File: config.mk
export PLATFORM = sky130hd
export DESIGN_NAME = bch_syndrome_top
export DESIGN_NICKNAME = d
export VERILOG_FILES = /design/src/rtl/bch_pkg.sv /design/src/rtl/gf16_pkg.sv /design/src/rtl/bch_encoder.sv /design/src/rtl/bch_result_reg.sv /design/src/rtl/bch_sequencer.sv /design/src/rtl/bch_syndrome_top.sv /design/src/rtl/bch_syndrome_unit.sv
export VERILOG_INCLUDE_DIRS = /design/src /design/src/rtl
export SDC_FILE = /design/constraint.sdc
export NUM_CORES = 1
export LEC_CHECK = 0
export ABC_AREA = 1
export BUFFER_PORTS_ARGS = -buffer_cell sky130_fd_sc_hd__buf_2
export CORE_MARGIN = 5
export CORE_UTILIZATION = 30
export DETAILED_ROUTE_END_ITERATION = 10
export PLACE_DENSITY = 0.56
export SLEW_MARGIN = 5
export SYNTH_ARGS = -nofsm -noshare
export SYNTH_HDL_FRONTEND = slang
export SYNTH_SLANG_ARGS = --single-unit
File: constraint.sdc
create_clock -name clk -period 6.4 [get_ports clk]
set_input_delay 1.28 -clock clk [delete_from_list [all_inputs] [get_ports clk]]
set_output_delay 1.28 -clock clk [all_outputs]
set_load 0.005 [all_outputs]
File: src/rtl/bch_defs.svh
`ifndef BCH_DEFS_SVH
`define BCH_DEFS_SVH

// ------------------------------------------------------------
// code geometry
// ------------------------------------------------------------

`define BCH_N         15    // codeword length
`define BCH_K         7     // message length
`define BCH_M         4     // GF(2^m) degree
`define BCH_NSYN      4     // syndromes S1..S4, enough for t = 2

// ------------------------------------------------------------
// polynomials
// ------------------------------------------------------------

// g(x) = x^8 + x^7 + x^6 + x^4 + 1
`define BCH_GEN_POLY  9'b1_1101_0001

// p(x) = x^4 + x + 1, alpha is a root
`define BCH_PRIM_POLY 5'b1_0011

`endif

File: src/rtl/bch_pkg.sv
`include "bch_defs.svh"

package bch_pkg;

    // ------------------------------------------------------------
    // data words
    // ------------------------------------------------------------

    typedef logic [`BCH_K-1:0] msg_t;         // bit i is coefficient of x^i
    typedef logic [`BCH_N-1:0] codeword_t;    // codeword, received word, mask

    // S1 in [3:0], S2 in [7:4], and so on
    typedef logic [`BCH_NSYN*`BCH_M-1:0] syndrome_set_t;

    typedef logic [$clog2(`BCH_NSYN)-1:0] syn_index_t;

    // ------------------------------------------------------------
    // sequencer states
    // ------------------------------------------------------------

    typedef enum logic [2:0]
    {
        IDLE     = 3'h0,
        ENCODE   = 3'h1,
        CHANNEL  = 3'h2,    // codeword xor mask
        SYNDROME = 3'h3,
        REPORT   = 3'h4
    } seq_state_t;

endpackage

File: src/rtl/gf16_pkg.sv
`include "bch_defs.svh"

package gf16_pkg;

    // one field element, polynomial basis, bit k is coefficient of alpha^k
    typedef logic [`BCH_M-1:0] gf_elem_t;

    // multiply by x, then reduce by the field polynomial
    function automatic gf_elem_t gf_mul_x(input gf_elem_t a);
        logic [`BCH_M:0] t;
        t = {a, 1'b0};
        if (t[`BCH_M])
            t = t ^ `BCH_PRIM_POLY;
        return t[`BCH_M-1:0];
    endfunction

    // shift-and-add product in GF(16)
    function automatic gf_elem_t gf_mul(input gf_elem_t a, input gf_elem_t b);
        gf_elem_t acc;
        gf_elem_t sh;
        acc = '0;
        sh  = a;
        for (int k = 0; k < `BCH_M; k++)
        begin
            if (b[k])
                acc = acc ^ sh;
            sh = gf_mul_x(sh);
        end
        return acc;
    endfunction

    // alpha^e, exponent folded into 0..14 first
    function automatic gf_elem_t gf_alpha_pow(input int unsigned e);
        int unsigned r;
        gf_elem_t    p;
        gf_elem_t    res;
        r   = e % ((1 << `BCH_M) - 1);
        p   = gf_elem_t'(1);
        res = gf_elem_t'(1);
        for (int unsigned k = 0; k < (1 << `BCH_M) - 1; k++)
        begin
            if (k == r)
                res = p;
            p = gf_mul_x(p);    // walk the power table
        end
        return res;
    endfunction

endpackage

File: src/rtl/bch_encoder.sv
`timescale 1ns/1ns

`include "bch_defs.svh"

module bch_encoder
(
    input  logic               clk,
    input  logic               rst,
    input  logic               encode_en,
    input  bch_pkg::msg_t      msg_q,
    output bch_pkg::codeword_t codeword
);

    import bch_pkg::*;

    codeword_t product;

    // c(x) = m(x) * g(x) over GF(2)
    always_comb
    begin
        product = '0;
        for (int i = 0; i < `BCH_K; i++)
        begin
            if (msg_q[i])
                product = product ^ (codeword_t'(`BCH_GEN_POLY) << i);
        end
    end

    always_ff @(posedge clk or posedge rst)
    begin
        if (rst)
            codeword <= '0;
        else if (encode_en)
            codeword <= product;    // one cycle in ENCODE
    end

    // ------------------------------------------------------------
    // checks
    // ------------------------------------------------------------

    // message captured by the sequencer must be known by now
    codeword_known: assert property (@(posedge clk) disable iff (rst)
        !$isunknown(codeword));

endmodule

File: src/rtl/bch_result_reg.sv
`timescale 1ns/1ns

`include "bch_defs.svh"

module bch_result_reg
(
    input  logic                   clk,
    input  logic                   rst,
    input  logic                   report_en,
    input  bch_pkg::codeword_t     codeword,
    input  bch_pkg::syndrome_set_t syndromes,
    output bch_pkg::codeword_t     codeword_out,
    output bch_pkg::syndrome_set_t syndromes_out,
    output logic                   error_detected,
    output logic                   done
);

    import bch_pkg::*;
    import gf16_pkg::*;

    gf_elem_t s1;
    gf_elem_t s2;
    gf_elem_t s4;

    assign s1 = syndromes[0*`BCH_M +: `BCH_M];
    assign s2 = syndromes[1*`BCH_M +: `BCH_M];
    assign s4 = syndromes[3*`BCH_M +: `BCH_M];

    // outputs hold until the next report
    always_ff @(posedge clk or posedge rst)
    begin
        if (rst)
        begin
            codeword_out   <= '0;
            syndromes_out  <= '0;
            error_detected <= 1'b0;
        end
        else if (report_en)
        begin
            codeword_out   <= codeword;
            syndromes_out  <= syndromes;
            error_detected <= |syndromes;   // any S_j nonzero
        end
    end

    always_ff @(posedge clk or posedge rst)
    begin
        if (rst)
            done <= 1'b0;
        else
            done <= report_en;  // single pulse, REPORT lasts one cycle
    end

    // ------------------------------------------------------------
    // checks
    // ------------------------------------------------------------

    // binary code, so S_2j = S_j^2 for whatever the syndrome unit produced
    even_syndromes: assert property (@(posedge clk) disable iff (rst)
        report_en |-> (gf_mul(s1, s1) == s2) && (gf_mul(s2, s2) == s4));

endmodule

File: src/rtl/bch_sequencer.sv
`timescale 1ns/1ns

module bch_sequencer
(
    input  logic               clk,
    input  logic               rst,
    input  logic               start,
    input  bch_pkg::msg_t      msg,
    input  bch_pkg::codeword_t error_mask,
    input  logic               syn_last,
    output bch_pkg::msg_t      msg_q,
    output bch_pkg::codeword_t mask_q,
    output logic               encode_en,
    output logic               channel_en,
    output logic               synd_en,
    output logic               report_en,
    output logic               busy
);

    import bch_pkg::*;

    seq_state_t state;
    seq_state_t state_nxt;

    // capture the job only when idle, a start while busy is dropped
    always_ff @(posedge clk)
    begin
        if (state == IDLE && start)
        begin
            msg_q  <= msg;
            mask_q <= error_mask;
        end
    end

    always_comb
    begin
        state_nxt = state;
        case (state)
            IDLE:     if (start) state_nxt = ENCODE;
            ENCODE:   state_nxt = CHANNEL;
            CHANNEL:  state_nxt = SYNDROME;
            SYNDROME: if (syn_last) state_nxt = REPORT;   // after S4
            REPORT:   state_nxt = IDLE;
            default:  state_nxt = IDLE;
        endcase
    end

    always_ff @(posedge clk or posedge rst)
    begin
        if (rst)
            state <= IDLE;
        else
            state <= state_nxt;
    end

    // stage strobes, levels for the whole state
    assign encode_en  = (state == ENCODE);
    assign channel_en = (state == CHANNEL);
    assign synd_en    = (state == SYNDROME);
    assign report_en  = (state == REPORT);
    assign busy       = (state != IDLE);

    // ------------------------------------------------------------
    // checks
    // ------------------------------------------------------------

    idle_needs_start: assert property (@(posedge clk) disable iff (rst)
        (state == IDLE && !start) |=> (state == IDLE));

    report_one_cycle: assert property (@(posedge clk) disable iff (rst)
        (state == REPORT) |=> (state == IDLE));

endmodule

File: src/rtl/bch_syndrome_top.sv
`timescale 1ns/1ns

module bch_syndrome_top
(
    input  logic                   clk,
    input  logic                   rst,
    input  logic                   start,
    input  bch_pkg::msg_t          msg,
    input  bch_pkg::codeword_t     error_mask,
    output bch_pkg::codeword_t     codeword,
    output bch_pkg::syndrome_set_t syndromes,
    output logic                   error_detected,
    output logic                   done,
    output logic                   busy
);

    import bch_pkg::*;

    msg_t          msg_q;
    codeword_t     mask_q;
    codeword_t     enc_codeword;    // encoder output, before the channel
    syndrome_set_t syn_set;
    logic          encode_en;
    logic          channel_en;
    logic          synd_en;
    logic          report_en;
    logic          syn_last;

    // ------------------------------------------------------------
    // control
    // ------------------------------------------------------------

    bch_sequencer bch_sequencer_i
    (
        .clk        (clk),
        .rst        (rst),
        .start      (start),
        .msg        (msg),
        .error_mask (error_mask),
        .syn_last   (syn_last),
        .msg_q      (msg_q),
        .mask_q     (mask_q),
        .encode_en  (encode_en),
        .channel_en (channel_en),
        .synd_en    (synd_en),
        .report_en  (report_en),
        .busy       (busy)
    );

    // ------------------------------------------------------------
    // data path
    // ------------------------------------------------------------

    bch_encoder bch_encoder_i
    (
        .clk       (clk),
        .rst       (rst),
        .encode_en (encode_en),
        .msg_q     (msg_q),
        .codeword  (enc_codeword)
    );

    bch_syndrome_unit bch_syndrome_unit_i
    (
        .clk        (clk),
        .rst        (rst),
        .channel_en (channel_en),
        .synd_en    (synd_en),
        .codeword   (enc_codeword),
        .mask_q     (mask_q),
        .syndromes  (syn_set),
        .syn_last   (syn_last)
    );

    bch_result_reg bch_result_reg_i
    (
        .clk            (clk),
        .rst            (rst),
        .report_en      (report_en),
        .codeword       (enc_codeword),
        .syndromes      (syn_set),
        .codeword_out   (codeword),
        .syndromes_out  (syndromes),
        .error_detected (error_detected),
        .done           (done)
    );

endmodule

File: src/rtl/bch_syndrome_unit.sv
`timescale 1ns/1ns

`include "bch_defs.svh"

module bch_syndrome_unit
(
    input  logic                   clk,
    input  logic                   rst,
    input  logic                   channel_en,
    input  logic                   synd_en,
    input  bch_pkg::codeword_t     codeword,
    input  bch_pkg::codeword_t     mask_q,
    output bch_pkg::syndrome_set_t syndromes,
    output logic                   syn_last
);

    import bch_pkg::*;
    import gf16_pkg::*;

    codeword_t  received;
    syn_index_t syn_idx;
    gf_elem_t   syn_value;

    // ------------------------------------------------------------
    // channel, injects the requested error pattern
    // ------------------------------------------------------------

    always_ff @(posedge clk)
    begin
        if (channel_en)
            received <= codeword ^ mask_q;
    end

    // ------------------------------------------------------------
    // syndrome evaluation, S_j = r(alpha^j)
    // ------------------------------------------------------------

    always_comb
    begin
        syn_value = '0;
        for (int unsigned i = 0; i < `BCH_N; i++)
        begin
            if (received[i])
                syn_value = syn_value ^ gf_alpha_pow(i * (int'(syn_idx) + 1));
        end
    end

    always_ff @(posedge clk or posedge rst)
    begin
        if (rst)
            syn_idx <= '0;
        else if (channel_en)
            syn_idx <= '0;              // restart at S1
        else if (synd_en)
            syn_idx <= syn_idx + 1'b1;
    end

    always_ff @(posedge clk)
    begin
        if (synd_en)
            syndromes[int'(syn_idx)*`BCH_M +: `BCH_M] <= syn_value;
    end

    // tells the sequencer that S4 is on this edge
    assign syn_last = synd_en && (syn_idx == syn_index_t'(`BCH_NSYN - 1));

    // ------------------------------------------------------------
    // checks
    // ------------------------------------------------------------

    // a fifth syndrome cycle would overwrite S1
    no_overrun: assert property (@(posedge clk) disable iff (rst)
        syn_last |=> !synd_en);

endmodule

==> results.md <==
- Vias in the first global route: slightly below 6000
- Critical path launch point type: register
- Post-CTS Hold Fix Bufs: 0
- Synth warn: 0
- Final setup violation count: 0
- Fin crit share: 89.8%
- Most frequent cells in the layout: nand2_1 (317), nor2_1 (90), inv_1 (83), nand3_1 (61), buf_2 (58)
- Buf/Inv on CP: 3
- Met3 routed WL: 658 um
- Root buf cell: clkbuf_16
- Setup Crit Path Kind: reg2reg
- Drt drc: 0
- Syn nets: ~1000
- Vias: about 6200
- Relative slew slack: about a quarter
- Count of cell types in the netlist: around 50
- Fin nets: around 1100
- Clk buf depth: 2
- Starting Density: 30.4%
- Crit path required time: 6.49 ns
- Fin. Hold Viols: 0
- Post-CTS resize count: 0
- Critical Path Fanout Max: 17
- CP Capture Type: register
- CTS buffer count: 9
- Initial DRC Count: 370
- Largest cells by area after synthesis: edfxtp_1 (22%), dfrtp_1 (18%), nand2_1 (16%)
- Post-synth EDFFs: between 50 and 60
- Routed Antenna Nets: 0
- Core ar.: 24200 um^2
- H-tree depth: 3
- Worst path arrival time: 5.84 ns
- Setup tns final: 0 ns
- CP Launch Point: bch_syndrome_unit_i.syn_idx[0]
- Post-CTS Repair Setup Buffers: 0
- DP Wirelength: 14.2 mm
- Initial antenna violation count: 0
- Slew @ Worst Pin: 1.13 ns
- Min-Delay Startpoint: bch_syndrome_unit_i.syndromes[12]
- P&R area growth vs syn: 12.8%
- Yosys reg bits: around 110
- Largest net degree at the start of global routing: 54
- Cells after synthesis: 964
- Fmax: 174 MHz
- Slew Limit Fails: 0
- Worst Skew: 0.0107 ns
- Ys async rst share: 50.0%
- CP max-delay cell: ha_1
- Maxcap violations: 0
- Clock transition at path regs: about 0.07 ns
- Start of the worst register-to-register path: bch_syndrome_unit_i.syn_idx[0]
- Chip width: 167 um
- First-pass GRT wire length: 29.9 mm
- Final wirelength: 18.2 mm
- Synth Cell Area: 7370 um^2
- Met1 WL: roughly 8.9 mm
- Row cnt: 57
- Hold Crit Class: reg2reg
- Met2 WL post-DR: 8.49 mm
- Top delay family on crit path: simple AND/OR/NAND/NOR gates
- Sink Count: roughly 110
- GRT overflow: 0
- CP peak stage delay: 0.44 ns
- Wire length per cell: 13.4 um
- CTS tree: yes
- Post-synth top area share: 21.6%
- PortBufs: between 50 and 60
- Die area: 27800 um^2
- I/O pin cnt: 59
- Vias per std cell: 4.58
- DIE HEIGHT: 167 um
- GRT Util Overall: 13.0%
- Clock Latency Late Sink: approximately 0.35 ns
- Outcome: finished clean
- DR top layer: met4
- Unrepaired setup endpoints after global routing: false
- GPL Wtd Cong: about 0.86
- DR pass1 iterations: 5
- Sequential area share after synthesis: between 30% and 40%
- Yosys top cell by area: edfxtp_1
- Share of layout cells above drive strength 1: between 10 and 15%
- Filler instances: 2586
- Ys flop type: edfxtp_1
- Commonest non-fill, non-tap cell in the layout: nand2_1
- Min Tclk post-route: 5.75 ns
- Cell repeated most along the worst path: nand2_1
- Ant. Diodes: 0
- Synthesized area per cell: ~7.6 um^2
## sequential cells by signal, indices dropped and copies added, names as in the netlist
signal / count
bch_sequencer_i.msg_q: 7
bch_sequencer_i.state: 3
bch_sequencer_i.mask_q: 15
bch_syndrome_unit_i.received: 15
bch_result_reg_i.error_detected: 1
bch_encoder_i.codeword: 15
bch_result_reg_i.done: 1
bch_syndrome_unit_i.syn_idx: 2
bch_syndrome_unit_i.syndromes: 16
bch_result_reg_i.codeword_out: 15
bch_result_reg_i.syndromes_out: 16
## worst register-to-register path, delay by kind of cell (launching register included)
| family | cells | cell delay [ns] |
|---|---|---|
| flip-flops | 1 | 0.35 |
| adder cells (fa/ha/maj) | 5 | 1.66 |
| AND/OR/NAND/NOR | 21 | 2.42 |
| AO/OA/AOI/OAI | 2 | 0.58 |
| buffers and inverters | 3 | 0.50 |
## cell families after synthesis
family | share of synthesized area (%)
simple gates | 33.5
buf+inv | 6.66
flops | 39.6
compound gates | 7.78
xor+xnor | 8.93
fa+ha+maj | 3.57
## path summary, 6_finish.rpt
check / endpoint / slack [ns] / cells past startpoint
worst max-delay path: bch_syndrome_unit_i.syndromes[10] / 0.65 / 31
worst min-delay path: bch_result_reg_i.syndromes_out[12] / 0.47 / 2
worst max register to register: bch_syndrome_unit_i.syndromes[10] / 0.65 / 31
worst min register to register: bch_result_reg_i.syndromes_out[12] / 0.47 / 2
max in group asynchronous: bch_result_reg_i.error_detected / 4.82 / 3
min in group asynchronous: bch_result_reg_i.codeword_out[0] / 1.10 / 3
## metrics by stage
stage	instances	setup slack (ns)	instance area (um^2)	util (%)	hold slack [ns]
2_1_floorplan	964	1.34	7370	-	0.444
3_3_place_gp	1334	0.886	8020	33.1	0.458
3_5_place_dp	1334	0.698	8020	33.1	0.461
4_1_cts	1350	0.685	8310	34.3	0.478
5_1_grt	1350	0.0447	8310	34.3	0.497
6_report	1350	0.650	8310	34.3	0.472
## synth_stat cells, types with 4 or more instances
cell and n:
clkinv_1 5, xnor2_1 26, inv_1 84, clkbuf_1 13, nor2_2 5, o21ai_0 42, nor3_1 5, dfrtp_1 53
xor2_1 46, nor2_1 91, nand3b_1 15, o21ai_2 4, nand4_1 13, o21ai_1 9, a21oi_1 12, o211ai_1 6
ha_1 21, nand2_2 16, nand2_1 317, nand3_2 6, inv_2 12, edfxtp_1 53, nand3_1 61
## cell type report
class	count	area [um^2]	share of cell area, %
Multi-Input combinational cell	736	3960	47.7
Sequential cell	106	2920	35.1
Tap cell	324	405	4.88
Inverter	101	379	4.56
Timing Repair Buffer	67	358	4.31
Clock buffer	11	254	3.06
Clock inverter	5	33.8	0.406
## per-layer routing
metal / vias up / track usage, %
met5: - / 0
met4: 0 / 1.89
met3: 20 / 2.51
met2: 113 / 21.8
met1: 2825 / 17.8
li1: 3220 / -
Power is left out: the tool's default activity adds up to more than one toggle a clock period on the data nets, which glitch-free logic cannot reach.
